### config.mk
export PLATFORM = sky130hd
export DESIGN_NAME = bypass_controller
export DESIGN_NICKNAME = d
export VERILOG_FILES = /design/src/stim_ctrl_pkg.sv /design/src/bypass_controller.sv /design/src/electrode_group_table.sv /design/src/prog_sequencer.sv /design/src/prog_word_decoder.sv /design/src/spike_paddle_control.sv
export SDC_FILE = /design/constraint.sdc
export NUM_CORES = 1
export LEC_CHECK = 0
export BUFFER_PORTS_ARGS = -buffer_cell sky130_fd_sc_hd__buf_2
export CORE_MARGIN = 1.5
export CORE_UTILIZATION = 40
export DETAILED_ROUTE_END_ITERATION = 7
export MAX_ROUTING_LAYER = met4
export PLACE_DENSITY_LB_ADDON = 0.05
export SYNTH_ARGS = -nofsm -noshare
export SYNTH_HDL_FRONTEND = slang
export SYNTH_SLANG_ARGS = --single-unit
### constraint.sdc
create_clock -name clk -period 9.11 [get_ports clk]
set_input_delay 0.911 -clock clk [delete_from_list [all_inputs] [get_ports clk]]
set_output_delay 0.911 -clock clk [all_outputs]
set_load 0.005 [all_outputs]
### src/stim_ctrl_pkg.sv
package stim_ctrl_pkg;

    // --------------------
    // word and field widths
    // --------------------
    typedef logic [31:0] cmd_word_t;      // host command / response
    typedef logic [3:0]  cmd_type_t;      // bits 31..28
    typedef logic [3:0]  group_id_t;      // bits 27..24
    typedef logic [3:0]  prog_channel_t;
    typedef logic [3:0]  prog_addr_t;
    typedef logic [4:0]  prog_module_t;
    typedef logic [15:0] prog_word_t;
    typedef logic [15:0] spike_count_t;   // one group
    typedef logic [17:0] spike_sum_t;     // four groups, no overflow
    typedef logic [7:0]  result_count_t;  // wraps
    typedef logic [1:0]  paddle_t;        // [1] up, [0] down

    // group function, code 3 kept as is and treated as not collecting
    typedef enum logic [1:0] {
        GF_COLLECT = 2'd0,
        GF_STIM    = 2'd1,
        GF_HIGH_Z  = 2'd2
    } group_func_t;

    typedef enum logic [2:0] {
        S_IDLE,
        S_PROCESS,
        S_SEND,
        S_WAIT,
        S_DONE
    } seq_state_t;

    // --------------------
    // sizes
    // --------------------
    localparam int NUM_PROG_PORTS  = 8;   // A1 A2 B1 B2 C1 C2 D1 D2
    localparam int NUM_GROUPS      = 8;
    localparam int GROUPS_PER_SIDE = 4;   // side A1 = 0..3, A2 = 4..7
    localparam int PORT_A1         = 0;

    // command field positions
    localparam int TYPE_LSB  = 28;
    localparam int GROUP_LSB = 24;
    localparam int FUNC_LSB  = 22;
    localparam int WIN_BIT   = 31;        // top bit set means a win

    localparam cmd_word_t RESP_MASK = 32'hFFFF_FFF0;  // response drops low nibble

    // --------------------
    // command codes
    // --------------------
    localparam cmd_type_t CMD_GROUP_CFG  = 4'd1;
    localparam cmd_type_t CMD_GAME_DATA  = 4'd2;
    localparam cmd_type_t CMD_SPIKE_DATA = 4'd3;
    localparam cmd_type_t CMD_CONTROL    = 4'd4;

    // programming constants
    localparam prog_addr_t START_STIM_ADDR = 4'd4;
    localparam prog_word_t WORD_GAME       = 16'h0011;
    localparam prog_word_t WORD_SPIKE      = 16'h0012;
    localparam prog_word_t WORD_CONTROL    = 16'h0013;
    localparam prog_word_t WORD_SHUTDOWN   = 16'h0000;

    localparam paddle_t PADDLE_UP   = 2'b10;
    localparam paddle_t PADDLE_DOWN = 2'b01;

endpackage

### src/bypass_controller.sv
`timescale 1ns/1ps

module bypass_controller (
    input  logic                          clk,
    input  logic                          reset,
    // host side
    input  logic                          bypass_enable,   // level
    input  stim_ctrl_pkg::cmd_word_t      command_data,
    input  logic                          command_valid,   // strobe
    input  stim_ctrl_pkg::spike_count_t   spike_counts [0:stim_ctrl_pkg::NUM_GROUPS-1],
    input  logic                          spike_valid,     // strobe
    // programming ports A1..D2
    output stim_ctrl_pkg::prog_channel_t  prog_channel [0:stim_ctrl_pkg::NUM_PROG_PORTS-1],
    output stim_ctrl_pkg::prog_addr_t     prog_address [0:stim_ctrl_pkg::NUM_PROG_PORTS-1],
    output stim_ctrl_pkg::prog_module_t   prog_module  [0:stim_ctrl_pkg::NUM_PROG_PORTS-1],
    output stim_ctrl_pkg::prog_word_t     prog_word    [0:stim_ctrl_pkg::NUM_PROG_PORTS-1],
    output logic                          prog_trig    [0:stim_ctrl_pkg::NUM_PROG_PORTS-1],
    // status back to host
    output stim_ctrl_pkg::cmd_word_t      response_data,
    output logic                          response_valid,
    output logic                          busy,
    output stim_ctrl_pkg::result_count_t  win_counter,
    output stim_ctrl_pkg::result_count_t  lose_counter,
    output stim_ctrl_pkg::paddle_t        paddle_control
);

    // --------------------
    // internal nets
    // --------------------
    logic                         command_accept;
    stim_ctrl_pkg::cmd_word_t     command_reg;
    stim_ctrl_pkg::group_func_t   group_funcs [0:stim_ctrl_pkg::NUM_GROUPS-1];
    stim_ctrl_pkg::prog_channel_t dec_channel [0:stim_ctrl_pkg::NUM_PROG_PORTS-1];
    stim_ctrl_pkg::prog_addr_t    dec_address [0:stim_ctrl_pkg::NUM_PROG_PORTS-1];
    stim_ctrl_pkg::prog_module_t  dec_module  [0:stim_ctrl_pkg::NUM_PROG_PORTS-1];
    stim_ctrl_pkg::prog_word_t    dec_word    [0:stim_ctrl_pkg::NUM_PROG_PORTS-1];
    logic [stim_ctrl_pkg::NUM_PROG_PORTS-1:0] dec_trig_mask;

    // group function table, written by accepted config commands
    electrode_group_table i_group_table (
        .clk            (clk),
        .reset          (reset),
        .command_accept (command_accept),
        .command_data   (command_data),   // raw word, same edge as accept
        .group_funcs    (group_funcs)
    );

    // spike sums -> paddle
    spike_paddle_control i_paddle (
        .clk            (clk),
        .reset          (reset),
        .bypass_enable  (bypass_enable),
        .spike_valid    (spike_valid),
        .spike_counts   (spike_counts),
        .group_funcs    (group_funcs),
        .paddle_control (paddle_control)
    );

    // command -> port values, combinational
    prog_word_decoder i_decoder (
        .command        (command_reg),
        .dec_channel    (dec_channel),
        .dec_address    (dec_address),
        .dec_module     (dec_module),
        .dec_word       (dec_word),
        .dec_trig_mask  (dec_trig_mask)
    );

    // --------------------
    // sequencer
    // --------------------
    prog_sequencer i_sequencer (
        .clk            (clk),
        .reset          (reset),
        .bypass_enable  (bypass_enable),
        .command_valid  (command_valid),
        .command_data   (command_data),
        .command_accept (command_accept),
        .command_reg    (command_reg),
        .dec_channel    (dec_channel),
        .dec_address    (dec_address),
        .dec_module     (dec_module),
        .dec_word       (dec_word),
        .dec_trig_mask  (dec_trig_mask),
        .prog_channel   (prog_channel),
        .prog_address   (prog_address),
        .prog_module    (prog_module),
        .prog_word      (prog_word),
        .prog_trig      (prog_trig),
        .response_data  (response_data),
        .response_valid (response_valid),
        .busy           (busy),
        .win_counter    (win_counter),
        .lose_counter   (lose_counter)
    );

endmodule

### src/electrode_group_table.sv
`timescale 1ns/1ps

module electrode_group_table (
    input  logic                      clk,
    input  logic                      reset,
    input  logic                      command_accept,  // one cycle, from sequencer
    input  stim_ctrl_pkg::cmd_word_t  command_data,    // raw host word
    output stim_ctrl_pkg::group_func_t group_funcs [0:stim_ctrl_pkg::NUM_GROUPS-1]
);

    // --------------------
    // command field split
    // --------------------
    stim_ctrl_pkg::cmd_type_t   cmd_type;
    stim_ctrl_pkg::group_id_t   cmd_group;
    stim_ctrl_pkg::group_func_t cmd_func;
    logic                       wr_en;

    assign cmd_type  = command_data[stim_ctrl_pkg::TYPE_LSB +: $bits(stim_ctrl_pkg::cmd_type_t)];
    assign cmd_group = command_data[stim_ctrl_pkg::GROUP_LSB +: $bits(stim_ctrl_pkg::group_id_t)];
    // raw 2-bit field, code 3 goes in unchanged
    assign cmd_func  = stim_ctrl_pkg::group_func_t'(
        command_data[stim_ctrl_pkg::FUNC_LSB +: $bits(stim_ctrl_pkg::group_func_t)]);

    // write only on config commands with a group in range
    assign wr_en = command_accept
                && (cmd_type == stim_ctrl_pkg::CMD_GROUP_CFG)
                && (cmd_group < stim_ctrl_pkg::NUM_GROUPS);

    // --------------------
    // table storage
    // --------------------
    always_ff @(posedge clk or posedge reset) begin
        if (reset) begin
            for (int g = 0; g < stim_ctrl_pkg::NUM_GROUPS; g++) begin
                group_funcs[g] <= stim_ctrl_pkg::GF_COLLECT;  // all collecting
            end
        end else begin
            for (int g = 0; g < stim_ctrl_pkg::NUM_GROUPS; g++) begin
                if (wr_en && (cmd_group == stim_ctrl_pkg::group_id_t'(g))) begin
                    group_funcs[g] <= cmd_func;   // one entry per command
                end
            end
        end
    end

endmodule

### src/prog_sequencer.sv
`timescale 1ns/1ps

module prog_sequencer (
    input  logic                          clk,
    input  logic                          reset,
    input  logic                          bypass_enable,
    input  logic                          command_valid,   // one cycle strobe
    input  stim_ctrl_pkg::cmd_word_t      command_data,
    output logic                          command_accept,  // to group table
    output stim_ctrl_pkg::cmd_word_t      command_reg,     // to decoder
    input  stim_ctrl_pkg::prog_channel_t  dec_channel [0:stim_ctrl_pkg::NUM_PROG_PORTS-1],
    input  stim_ctrl_pkg::prog_addr_t     dec_address [0:stim_ctrl_pkg::NUM_PROG_PORTS-1],
    input  stim_ctrl_pkg::prog_module_t   dec_module  [0:stim_ctrl_pkg::NUM_PROG_PORTS-1],
    input  stim_ctrl_pkg::prog_word_t     dec_word    [0:stim_ctrl_pkg::NUM_PROG_PORTS-1],
    input  logic [stim_ctrl_pkg::NUM_PROG_PORTS-1:0] dec_trig_mask,
    output stim_ctrl_pkg::prog_channel_t  prog_channel [0:stim_ctrl_pkg::NUM_PROG_PORTS-1],
    output stim_ctrl_pkg::prog_addr_t     prog_address [0:stim_ctrl_pkg::NUM_PROG_PORTS-1],
    output stim_ctrl_pkg::prog_module_t   prog_module  [0:stim_ctrl_pkg::NUM_PROG_PORTS-1],
    output stim_ctrl_pkg::prog_word_t     prog_word    [0:stim_ctrl_pkg::NUM_PROG_PORTS-1],
    output logic                          prog_trig    [0:stim_ctrl_pkg::NUM_PROG_PORTS-1],
    output stim_ctrl_pkg::cmd_word_t      response_data,
    output logic                          response_valid,
    output logic                          busy,
    output stim_ctrl_pkg::result_count_t  win_counter,
    output stim_ctrl_pkg::result_count_t  lose_counter
);

    stim_ctrl_pkg::seq_state_t state;
    stim_ctrl_pkg::seq_state_t next_state;

    // --------------------
    // acceptance / capture
    // --------------------
    // only in idle, anything else is dropped without notice
    assign command_accept = command_valid && bypass_enable
                         && (state == stim_ctrl_pkg::S_IDLE);

    always_ff @(posedge clk) begin
        if (command_accept) begin
            command_reg <= command_data;   // held until the next accept
        end
    end

    // --------------------
    // state machine
    // --------------------
    always_comb begin
        next_state = state;
        case (state)
            stim_ctrl_pkg::S_IDLE:    if (command_accept) next_state = stim_ctrl_pkg::S_PROCESS;
            stim_ctrl_pkg::S_PROCESS: next_state = stim_ctrl_pkg::S_SEND;
            stim_ctrl_pkg::S_SEND:    next_state = stim_ctrl_pkg::S_WAIT;
            stim_ctrl_pkg::S_WAIT:    next_state = stim_ctrl_pkg::S_DONE;
            stim_ctrl_pkg::S_DONE:    next_state = stim_ctrl_pkg::S_IDLE;
            default:                  next_state = stim_ctrl_pkg::S_IDLE;
        endcase
    end

    // --------------------
    // registered outputs
    // --------------------
    always_ff @(posedge clk or posedge reset) begin
        if (reset) begin
            state          <= stim_ctrl_pkg::S_IDLE;
            busy           <= 1'b0;
            response_valid <= 1'b0;
            response_data  <= '0;
            win_counter    <= '0;
            lose_counter   <= '0;
            for (int i = 0; i < stim_ctrl_pkg::NUM_PROG_PORTS; i++) begin
                prog_channel[i] <= '0;
                prog_address[i] <= '0;
                prog_module[i]  <= '0;
                prog_word[i]    <= '0;
                prog_trig[i]    <= 1'b0;
            end
        end else begin
            state          <= next_state;
            response_valid <= 1'b0;                   // pulse
            for (int i = 0; i < stim_ctrl_pkg::NUM_PROG_PORTS; i++) begin
                prog_trig[i] <= 1'b0;                 // pulse
            end

            case (state)
                stim_ctrl_pkg::S_PROCESS: begin
                    busy <= 1'b1;                     // edge N+1
                end
                stim_ctrl_pkg::S_SEND: begin
                    // edge N+2, load and fire the triggered ports only
                    for (int i = 0; i < stim_ctrl_pkg::NUM_PROG_PORTS; i++) begin
                        if (dec_trig_mask[i]) begin
                            prog_channel[i] <= dec_channel[i];
                            prog_address[i] <= dec_address[i];
                            prog_module[i]  <= dec_module[i];
                            prog_word[i]    <= dec_word[i];
                            prog_trig[i]    <= 1'b1;
                        end
                    end
                end
                stim_ctrl_pkg::S_DONE: begin
                    // edge N+4, response and score
                    busy           <= 1'b0;
                    response_valid <= 1'b1;
                    response_data  <= command_reg & stim_ctrl_pkg::RESP_MASK;
                    if (command_reg[stim_ctrl_pkg::WIN_BIT]) begin
                        win_counter  <= win_counter + 1'b1;    // wraps
                    end else begin
                        lose_counter <= lose_counter + 1'b1;
                    end
                end
                default: begin
                end
            endcase
        end
    end

endmodule

### src/prog_word_decoder.sv
`timescale 1ns/1ps

module prog_word_decoder (
    input  stim_ctrl_pkg::cmd_word_t     command,   // captured command
    output stim_ctrl_pkg::prog_channel_t dec_channel [0:stim_ctrl_pkg::NUM_PROG_PORTS-1],
    output stim_ctrl_pkg::prog_addr_t    dec_address [0:stim_ctrl_pkg::NUM_PROG_PORTS-1],
    output stim_ctrl_pkg::prog_module_t  dec_module  [0:stim_ctrl_pkg::NUM_PROG_PORTS-1],
    output stim_ctrl_pkg::prog_word_t    dec_word    [0:stim_ctrl_pkg::NUM_PROG_PORTS-1],
    output logic [stim_ctrl_pkg::NUM_PROG_PORTS-1:0] dec_trig_mask
);

    stim_ctrl_pkg::cmd_type_t cmd_type;

    assign cmd_type = command[stim_ctrl_pkg::TYPE_LSB +: $bits(stim_ctrl_pkg::cmd_type_t)];

    // --------------------
    // per-port decode
    // --------------------
    always_comb begin
        // defaults, zero everywhere and nothing triggered
        dec_trig_mask = '0;
        for (int i = 0; i < stim_ctrl_pkg::NUM_PROG_PORTS; i++) begin
            dec_channel[i] = '0;
            dec_address[i] = '0;
            dec_module[i]  = '0;
            dec_word[i]    = '0;
        end

        if (cmd_type == stim_ctrl_pkg::CMD_GROUP_CFG) begin
            // group config hits every port, module = port number
            dec_trig_mask = '1;
            for (int i = 0; i < stim_ctrl_pkg::NUM_PROG_PORTS; i++) begin
                dec_module[i] = stim_ctrl_pkg::prog_module_t'(i);
            end
        end else begin
            // everything else goes to A1 only
            dec_trig_mask[stim_ctrl_pkg::PORT_A1] = 1'b1;
            dec_address[stim_ctrl_pkg::PORT_A1]   = stim_ctrl_pkg::START_STIM_ADDR;
            case (cmd_type)
                stim_ctrl_pkg::CMD_GAME_DATA: begin
                    dec_word[stim_ctrl_pkg::PORT_A1] = stim_ctrl_pkg::WORD_GAME;
                end
                stim_ctrl_pkg::CMD_SPIKE_DATA: begin
                    dec_word[stim_ctrl_pkg::PORT_A1] = stim_ctrl_pkg::WORD_SPIKE;
                end
                stim_ctrl_pkg::CMD_CONTROL: begin
                    dec_word[stim_ctrl_pkg::PORT_A1] = stim_ctrl_pkg::WORD_CONTROL;
                end
                default: begin
                    // unknown type, safe shutdown word
                    dec_word[stim_ctrl_pkg::PORT_A1] = stim_ctrl_pkg::WORD_SHUTDOWN;
                end
            endcase
        end
    end

endmodule

### src/spike_paddle_control.sv
`timescale 1ns/1ps

module spike_paddle_control (
    input  logic                       clk,
    input  logic                       reset,
    input  logic                       bypass_enable,  // qualifies the strobe
    input  logic                       spike_valid,    // one cycle
    input  stim_ctrl_pkg::spike_count_t spike_counts [0:stim_ctrl_pkg::NUM_GROUPS-1],
    input  stim_ctrl_pkg::group_func_t  group_funcs  [0:stim_ctrl_pkg::NUM_GROUPS-1],
    output stim_ctrl_pkg::paddle_t      paddle_control
);

    // --------------------
    // masked side sums
    // --------------------
    stim_ctrl_pkg::spike_sum_t sum_a1;   // groups 0..3
    stim_ctrl_pkg::spike_sum_t sum_a2;   // groups 4..7
    logic                      a1_wins;
    logic                      update;

    always_comb begin
        sum_a1 = '0;
        sum_a2 = '0;
        for (int i = 0; i < stim_ctrl_pkg::NUM_GROUPS; i++) begin
            // only collecting groups count, stim / high-z / code 3 drop out
            if (group_funcs[i] == stim_ctrl_pkg::GF_COLLECT) begin
                if (i < stim_ctrl_pkg::GROUPS_PER_SIDE) begin
                    sum_a1 = sum_a1 + stim_ctrl_pkg::spike_sum_t'(spike_counts[i]);
                end else begin
                    sum_a2 = sum_a2 + stim_ctrl_pkg::spike_sum_t'(spike_counts[i]);
                end
            end
        end
    end

    assign a1_wins = (sum_a1 > sum_a2);          // strict, ties go down
    assign update  = spike_valid && bypass_enable;

    // --------------------
    // paddle register
    // --------------------
    always_ff @(posedge clk or posedge reset) begin
        if (reset) begin
            paddle_control <= '0;                // neither direction
        end else if (update) begin
            if (a1_wins) begin
                paddle_control <= stim_ctrl_pkg::PADDLE_UP;
            end else begin
                paddle_control <= stim_ctrl_pkg::PADDLE_DOWN;
            end
        end
        // no strobe or bypass off -> hold
    end

endmodule

# Word-level counts from Yosys, hierarchy flattened

Cells that the tools add are included.

$add $sub $neg: 8
$mul: 0
Div/mod/pow operators: 0
Magnitude comparators: 2
Eq/ne operators: 17
Shifts and indexed selects: 0
Multiplexer cells: 26
Bitwise logic cells: 1
Reductions and logical operators: 33

Operators by type and width:

| operator                                       | number |
|---|---|
| two-way mux 18 bit                             | 6 |
| adder 18 x 16 -> 18 bit                        | 4 |
| two-way mux 16 bit                             | 3 |
| adder 16 x 16 -> 17 bit                        | 2 |
| two-way mux 31 bit                             | 1 |
| == test 4 x 3 -> 1 bit (second input constant) | 5 |
| > comparator 18 bit                            | 1 |
| AND reduction 2 bit                            | 9 |
| adder 8 x 1 -> 8 bit (second input constant)   | 2 |
| == test 4 x 2 -> 1 bit (second input constant) | 4 |
| zero test 2 bit                                | 8 |
| case mux 5 bit (3 select lines)                | 1 |
| logical AND 1 bit                              | 13 |
| == test 4 x 1 -> 1 bit (second input constant) | 3 |
| case mux 3 bit (4 select lines)                | 1 |
| two-way mux 1 bit                              | 8 |
| two-way mux 8 bit                              | 1 |
| two-way mux 7 bit                              | 1 |
| == test 3 x 2 -> 1 bit (second input constant) | 2 |
| two-way mux 3 bit                              | 2 |
| zero test 4 bit                                | 1 |
| < comparator 4 bit (second input constant)     | 1 |
| == test 3 x 1 -> 1 bit (second input constant) | 1 |
| == test 3 bit (second input constant)          | 1 |
| other kinds (6)                                | 6 |

Flip-flop bits (word level): 167
Latch bits: 0
RAM bits: 0
Bits in read-only memories: 0
Word-level logic and storage cells: 121
Memories: 0

# Depth between registers and ports, before layout

Gate-level depths: netlist of the first run.

Word-level depth: 10
Mapped depth: 40

# By module

From an unflattened synthesis of the first run, not the netlist that was laid out.

Cell total of the unflattened synthesis: 1946
Area total of the unflattened synthesis: 20821.2 µm²

Modules (own cells, without submodules):

| module                | times used | cells each | area each (µm²) | sequential area each (µm²) |
|---|---|---|---|---|
| prog_sequencer        | 1          | 737        | 11876.4         | 8192.9 |
| spike_paddle_control  | 1          | 913        | 6386.1          | 50.0 |
| prog_word_decoder     | 1          | 247        | 1835.5          | 0.0 |
| electrode_group_table | 1          | 49         | 723.2           | 400.4 |

# Worst setup path before layout of the first run

Ideal clock, no wire load.

Path kind: in2reg
From: input port spike_counts[48] (netlist name)
To: register i_paddle.paddle_control[1]
Arrival time: 6.874 ns
Data required time: 8.992 ns
Setup slack: 2.118 ns
Cell stages on the path: 33
Buffers on the path: 0
Path through: nand2_1 inv_1 ha_1 fa_1 a22o_1 a221oi_2 o21ai_1 a32oi_1 o211ai_1 xor2_1 mux2_2 ha_1 and4_1 and3_1 nand3_1 nand3_1 a21o_1 xor2_1 mux2_2 ha_1 nand3_1 nor3_1 a2111oi_0 xor2_1 nand2_1 o21ai_0 ha_1 o21a_1 o21ai_0 a21oi_1 o21a_1 o21a_1 a21o_1

Cells in the longest elaborated chain, start to end: 9

Ends and longest elaborated chain:

| element                 | line                       | text |
|---|---|---|
| start, declared         | bypass_controller.sv:10    | `input stim_ctrl_pkg::spike_count_t spike_counts [0:stim_ctrl_pkg::NUM_GROUPS-1],` |
| two-way mux 16 bit (*)  | spike_paddle_control.sv:26 | `if (group_funcs[i] == stim_ctrl_pkg::GF_COLLECT) begin` |
| adder 16 x 16 -> 17 bit | spike_paddle_control.sv:30 | `sum_a2 = sum_a2 + stim_ctrl_pkg::spike_sum_t'(spike_counts[i]);` |
| two-way mux 18 bit (*)  | spike_paddle_control.sv:26 |  |
| adder 18 x 16 -> 18 bit | spike_paddle_control.sv:30 |  |
| two-way mux 18 bit (*)  | spike_paddle_control.sv:26 |  |
| adder 18 x 16 -> 18 bit | spike_paddle_control.sv:30 |  |
| two-way mux 18 bit (*)  | spike_paddle_control.sv:26 |  |
| > comparator 18 bit (*) | spike_paddle_control.sv:36 | `assign a1_wins = (sum_a1 > sum_a2);` |
| two-way mux 2 bit (*)   | spike_paddle_control.sv:46 | `if (a1_wins) begin` |
| end signal, assigned    | spike_paddle_control.sv:47 | `paddle_control <= stim_ctrl_pkg::PADDLE_UP;` |
| end signal, assigned    | spike_paddle_control.sv:49 | `paddle_control <= stim_ctrl_pkg::PADDLE_DOWN;` |
| end, declared           | spike_paddle_control.sv:10 | `output stim_ctrl_pkg::paddle_t paddle_control` |

Every way passes the cells marked *; elsewhere a longest branch is shown, timed or not.
A chain may end at the register's enable or synchronous reset.

# Final worst setup path of the first run

From: register i_group_table.group_funcs[7] (netlist name)
To: register i_paddle.paddle_control[1]

Cells in the longest elaborated chain, start to end: 10

Ends and longest elaborated chain:

| element                         | line                        | text |
|---|---|---|
| start, declared                 | electrode_group_table.sv:8  | `output stim_ctrl_pkg::group_func_t group_funcs [0:stim_ctrl_pkg::NUM_GROUPS-1]` |
| start signal, assigned by index | electrode_group_table.sv:36 | `group_funcs[g] <= stim_ctrl_pkg::GF_COLLECT;` |
| start signal, assigned by index | electrode_group_table.sv:41 | `group_funcs[g] <= cmd_func;` |
| zero test 2 bit (*)             | spike_paddle_control.sv:26  |  |
| two-way mux 16 bit (*)          | spike_paddle_control.sv:26  |  |
| adder 16 x 16 -> 17 bit         | spike_paddle_control.sv:30  |  |
| two-way mux 18 bit (*)          | spike_paddle_control.sv:26  |  |
| adder 18 x 16 -> 18 bit         | spike_paddle_control.sv:30  |  |
| two-way mux 18 bit (*)          | spike_paddle_control.sv:26  |  |
| adder 18 x 16 -> 18 bit         | spike_paddle_control.sv:30  |  |
| two-way mux 18 bit (*)          | spike_paddle_control.sv:26  |  |
| > comparator 18 bit (*)         | spike_paddle_control.sv:36  |  |
| two-way mux 2 bit (*)           | spike_paddle_control.sv:46  |  |

Marked as above.

==> impl_metrics.tcl, run 1 <==
set metrics [dict create \
    status "finished clean" \
    period_needed_ps 7730 \
    ant_nets 0 \
    rows 63 \
    drv_cap 0 \
    ir_drop_mv 0.102 \
    rsz0062_at_grt "no" \
    cts_setup_buffers 0 \
    track_usage_pct 19.5 \
    die_area_mm2 0.0309 \
    cts_hold_buffers 0 \
    synthesis.area_mm2 0.0119 \
    switching_share_pct 42.8 \
    drive_gt1_share_pct 21.3 \
    synthDominantCellAreaShare_pct 15.5 \
    p_int_mw 1.70 \
    slew_violations 0 \
    nets 1899 \
    power.leakage_nw 6.39 \
    ys_seq_area_share_pct 22.6 \
    syn_avg_cell_area_um2 8.45 \
    gp_congestion 0.867 \
    min_path_type "reg2reg" \
    die_w_um 176 \
    clkSlewWorstSetupHoldPaths_ps 70 \
    grt_max_degree 75 \
    core_mm2 0.0295 \
    die_y_um 176 \
    worstPathRequired_ps 9340 \
    worstMarginPinSlew_ps 972 \
    wl_per_cell_um 15.0 \
    cp.arrival_ps 7960 \
    path_max_fanout 19 \
    routed_via_density 4.83 \
    cp-end-kind "flip-flop" \
    cts-root-buf "clkbuf_16" \
    fmax_mhz 129 \
    netlist_instances 1413 \
    dr_total_vias 9734 \
    total_power_mw 2.97 \
    firstDrtPassIters 5 \
    synth-seq-cells 102 \
    cts_tree "yes" \
    path_class "reg2reg" \
    critPathSlowestCell "a2111oi_0" \
    power_switching_mw 1.27 \
    wl_um 30200 \
    p_seq_share_pct 22.3 \
    grt_pass1_wl_um 46700 \
    first_iter_violations 522 \
    worst_slack_ps 1380 \
    slew_headroom_pct 35.2 \
    placement.io_buffers 232 \
    grt_overflow 0 \
    finalSetupViolCount 0 \
    start_kind "flip-flop" \
    postSynth.asyncResetShare_pct 72.5 \
    antenna_found_initial 4 \
    yosysWarnings 0 \
    p_comb_share_pct 64.9 \
    initial_core_util_pct 40.5 \
    cts_buffer_depth 2 \
    clk_latency_ps 340 \
    cts_resized 0 \
    post-route-period-util_pct 84.8 \
    timing.setup.tns_ps 0 \
    synth_cell_types 82 \
    io_pins 457 \
    synth_area_leaders "dfrtp_1 16%, buf_4 15%, ha_1 12%" \
    route.detailed.drc 0 \
    fin_skew_ps 7.17 \
    synth_edf_count 28 \
    h-tree-depth 3 \
    yosysTopAreaCell "dfrtp_1" \
    ys_dominant_reg_cell "dfrtp_1" \
    grt_pass1_vias 8838 \
    numCtsBuffers 9 \
    power_frac_clock_pct 12.8 \
    clock-sinks 102 \
    dpl_worst_slack_ps 1070 \
    dpl.hpwl_um 24900 \
    max_stage_delay_ps 680 \
    power_density_mw_per_mm2 231 \
    hold_viol_final 0 \
    syn_to_final_growth_pct 7.89 \
]
critical path: cells and delay by family, from the launching register on:
family                     cells  cell delay [ps]
AOI/OAI and AO/OA             18             4130
xor gates and xnor gates       3              300
adders and majority gates      4             1370
DFF                            1              490
and+or+nand+nor                5              740
muxes                          1              310
buffers and inverters          2              290
layer usage:
layer / track usage (%) / up-vias / wire, um
met4: 2.35 / 0 / 131
met2: 32.6 / 277 / 14400
met1: 25.7 / 4463 / 14100
met5: - / - / 0
met3: 2.88 / 11 / 1550
li1: - / 4983 / -
area by class of cell:
class	instances	area, um^2
multi-input cells	1218	8000
clock inverters	4	46.3
fillers	3063	16600
clock buffers	12	246
repair buffers	243	1240
well taps	390	488
diodes	4	10.0
inverters	41	155
flip-flops and latches	102	2690
cell usage after synthesis (4+ instances only):
| cell | count |
|---|---|
| buf_4 | 237 |
| nand2_1 | 115 |
| ha_1 | 113 |
| o21ai_0 | 97 |
| nor2_1 | 89 |
| a21oi_1 | 79 |
| dfrtp_1 | 74 |
| mux2_2 | 61 |
| xnor2_1 | 52 |
| inv_1 | 41 |
| xor2_1 | 38 |
| edfxtp_1 | 28 |
| o21a_1 | 26 |
| clkbuf_1 | 25 |
| nand3_1 | 25 |
| a21o_1 | 24 |
| and2_1 | 23 |
| a211oi_1 | 21 |
| nor3_1 | 19 |
| nor2b_1 | 17 |
| nand2b_1 | 14 |
| a31oi_1 | 12 |
| o211ai_1 | 12 |
| nand4_1 | 11 |
| or2_2 | 11 |
| o21bai_1 | 9 |
| nor3b_1 | 8 |
| o31ai_1 | 8 |
| and3_1 | 7 |
| mux2i_1 | 7 |
| nand3b_1 | 7 |
| or3_1 | 7 |
| fa_1 | 6 |
| o31a_1 | 6 |
| a2111oi_0 | 4 |
| a221oi_1 | 4 |
| buf_2 | 4 |
| nor4b_1 | 4 |
| o2111ai_1 | 4 |
| o21ai_1 | 4 |
kinds of logic (layout without fill, tap and decap cells):
family          count (synthesis)  after routing  synth area share [%]
xor+xnor                       90             90                  6.60
buf+inv                       312            300                  17.4
flops                         102            102                  22.6
compound gates                351            351                  19.0
fa+ha+maj                     120            120                  12.9
mux                            70             70                  6.59
other cells                     1            224                0.0314
simple gates                  367            367                  14.9
through the flow:
step / instance area, um^2 / hold slack (ps) / instances / util (%)
3_5_place_dp: 12600 / 462 / 1994 / 42.7
3_3_place_gp: 12600 / 457 / 1994 / 42.7
5_1_grt: 12900 / 488 / 2014 / 43.7
4_1_cts: 12900 / 476 / 2010 / 43.7
6_report: 12900 / 471 / 2014 / 43.7
2_1_floorplan: 12800 / 454 / 1632 / -
cells in the final DEF (no fill, tap or decap), types with 7 or more instances in the layout:
cell type,synthesis,routed
o21a_1,26,26
a21oi_1,79,79
xor2_1,38,38
nor3_1,19,19
inv_1,41,40
o31ai_1,8,8
nand4_1,11,11
mux2i_1,7,7
or3_1,7,7
o21ai_0,97,97
nand3b_1,7,7
nor2_1,89,87
ha_1,113,113
o211ai_1,12,12
a211oi_1,21,21
or2_2,11,11
mux2_2,61,61
dfrtp_1,74,74
buf_2,4,232
a31oi_1,12,12
nor2b_1,17,17
xnor2_1,52,52
and3_1,7,7
a21o_1,24,24
conb_1,1,220
nand2_1,115,115
nand3_1,25,25
nor3b_1,8,8
edfxtp_1,28,28
clkbuf_16,0,9
and2_1,23,23
o21bai_1,9,9
nand2b_1,14,14
buf_4,237,11
worst paths after layout:
kind	cells past startpoint	slack [ps]	end	startpoint
min in group asynchronous	3	880	i_sequencer.prog_module[1]	reset
max in group asynchronous	3	7620	i_group_table.group_funcs[10]	reset
worst max register to register	33	1380	i_paddle.paddle_control[1]	i_group_table.group_funcs[7]
worst min register to register	1	470	i_sequencer.lose_counter[7]	i_sequencer.lose_counter[7]
worst min-delay path	1	470	i_sequencer.lose_counter[7]	i_sequencer.lose_counter[7]
worst max-delay path	33	1380	i_paddle.paddle_control[1]	i_group_table.group_funcs[7]
power by group through the flow:
stage	Clock, mW	Sequential, mW	Combinational, mW
2_1_floorplan	0	0.667	1.51
3_3_place_gp	0	0.669	1.92
3_5_place_dp	0	0.674	1.94
4_1_cts	0.396	0.665	1.95
5_1_grt	0.413	0.682	2.20
6_report	0.381	0.663	1.93
Power figures use the tool's default switching activity.
==> run 2: changes to the inputs <==
clock period = 7.7 ns   (was 9.11 ns; I/O delays follow)
==> run 2 against run 1 <==
  * Worst setup slack lost 860 ps
  * Clock-buffer cell count grew 1
  * Combinational power grew 22%
  * Critical endpoint unchanged
  * Largest cell class unchanged
  * Largest power group unchanged
==> impl_metrics.tcl, run 2 (synthesized netlist as in run 1, its figures left out) <==
set metrics [dict create \
    status "finished clean" \
    wl_per_cell_um 15.0 \
    power.leakage_nw 6.51 \
    worstPathRequired_ps 7940 \
    die_w_um 176 \
    start_kind "input port" \
    drive_gt1_share_pct 22.9 \
    critPathSlowestCell "a2111oi_0" \
    wl_um 30500 \
    nets 1920 \
    num-fill-cells 3073 \
    cts-root-buf "clkbuf_16" \
    fmax_mhz 139 \
    grt_pass1_wl_um 46700 \
    period_needed_ps 7170 \
    layout_commonest_cell "buf_2" \
    routed_via_density 4.83 \
    path_max_fanout 5 \
    finalSetupViolCount 0 \
    first_iter_violations 452 \
    die_area_mm2 0.0309 \
    antenna_found_initial 2 \
    max_stage_delay_ps 470 \
    clock-sinks 102 \
    clkSlewWorstSetupHoldPaths_ps 70 \
    clk_latency_ps 340 \
    h-tree-depth 3 \
    dr_total_vias 9817 \
    die_y_um 176 \
    path_class "in2reg" \
    dpl.hpwl_um 25200 \
    timing.hold.ws_ps 466 \
    gp_congestion 0.866 \
    placement.io_buffers 232 \
    path_delay_family "compound AO/OA/AOI/OAI gates" \
    fin_skew_ps 5.80 \
    track_usage_pct 19.5 \
    firstDrtPassIters 4 \
    grt_max_degree 75 \
    ant_nets 0 \
    io_pins 457 \
    crit_buf_inv 3 \
    final_cell_mix "232 x buf_2, 220 x conb_1, 115 x nand2_1" \
    rows 63 \
    slew_violations 0 \
    slew_headroom_pct 34.3 \
    initial_core_util_pct 40.5 \
    core_mm2 0.0295 \
    power_density_mw_per_mm2 274 \
    hold_viol_final 0 \
    cts_buffer_depth 2 \
    numCtsBuffers 9 \
    syn_to_final_growth_pct 9.76 \
    grt_pass1_vias 8952 \
    cts_resized 0 \
    final_cells 2033 \
    post-route-period-util_pct 93.2 \
    cts_tree "yes" \
    cts_hold_buffers 0 \
    drv_cap 0 \
    cts_setup_buffers 0 \
    cp.arrival_ps 7410 \
    cp-end-kind "flip-flop" \
    worstMarginPinSlew_ps 986 \
    cp_common_cell "ha_1" \
    dpl.cell_count 2015 \
    route.detailed.drc 0 \
    grt_overflow 0 \
    ir_drop_mv 0.115 \
    min_path_type "reg2reg" \
]
run 2: cell count changes in the layout (fill, tap and decap cells not counted), sizes merged:
cell | before | now
buf | 243 | 264
inv | 41 | 42
clkbuf | 12 | 13
diode | 4 | 2
clkinv | 3 | 1
run 2: report_power, final:
group / internal, mW / switching [mW] / total, mW
combinational: 1.10 / 1.25 / 2.35
sequential: 0.696 / 0.0866 / 0.782
clock: 0.262 / 0.198 / 0.460
run 2: metal layers:
metal | vias to the layer above | wire (um) | global-route usage [%]
met4 | 0 | 361 | 3.60
met2 | 277 | 14400 | 32.0
met1 | 4489 | 14400 | 25.6
met5 | - | 0 | -
li1 | 5028 | - | -
met3 | 23 | 1400 | 2.58
run 2: worst paths after layout:
path                            slack (ps)                    startpoint                            end  cells past startpoint
worst min-delay path                   470   i_sequencer.lose_counter[7]    i_sequencer.lose_counter[7]                      1
worst min register to register         470   i_sequencer.lose_counter[7]    i_sequencer.lose_counter[7]                      1
max in group asynchronous             6340                         reset  i_sequencer.response_data[14]                      3
min in group asynchronous              730                         reset    i_sequencer.lose_counter[2]                      3
worst max-delay path                   530              spike_counts[48]     i_paddle.paddle_control[1]                     33
worst max register to register         550  i_group_table.group_funcs[7]     i_paddle.paddle_control[1]                     33
run 2: final cells by class:
class / instances / area [um^2] / share of cell area (%)
Tap cell: 390 / 488 / 3.72
Inverter: 41 / 155 / 1.18
Timing Repair Buffer: 264 / 1400 / 10.7
Clock buffer: 13 / 250 / 1.91
Sequential cell: 102 / 2690 / 20.5
Multi-Input combinational cell: 1218 / 8070 / 61.6
Clock inverter: 3 / 42.5 / 0.325
Antenna cell: 2 / 5.00 / 0.0382
run 2: through the flow:
stage          setup TNS, ps  power [mW]  area (um^2)  utilization [%]  setup slack, ps
6_report                   0        3.60        13100             44.4              525
5_1_grt                -5.66        3.96        13100             44.4            -5.66
4_1_cts                    0        3.61        13000             44.2              358
3_5_place_dp               0        3.14        12700             43.2             27.6
3_3_place_gp               0        3.11        12700             43.2             16.6
2_1_floorplan              0        2.58        12800                -              797
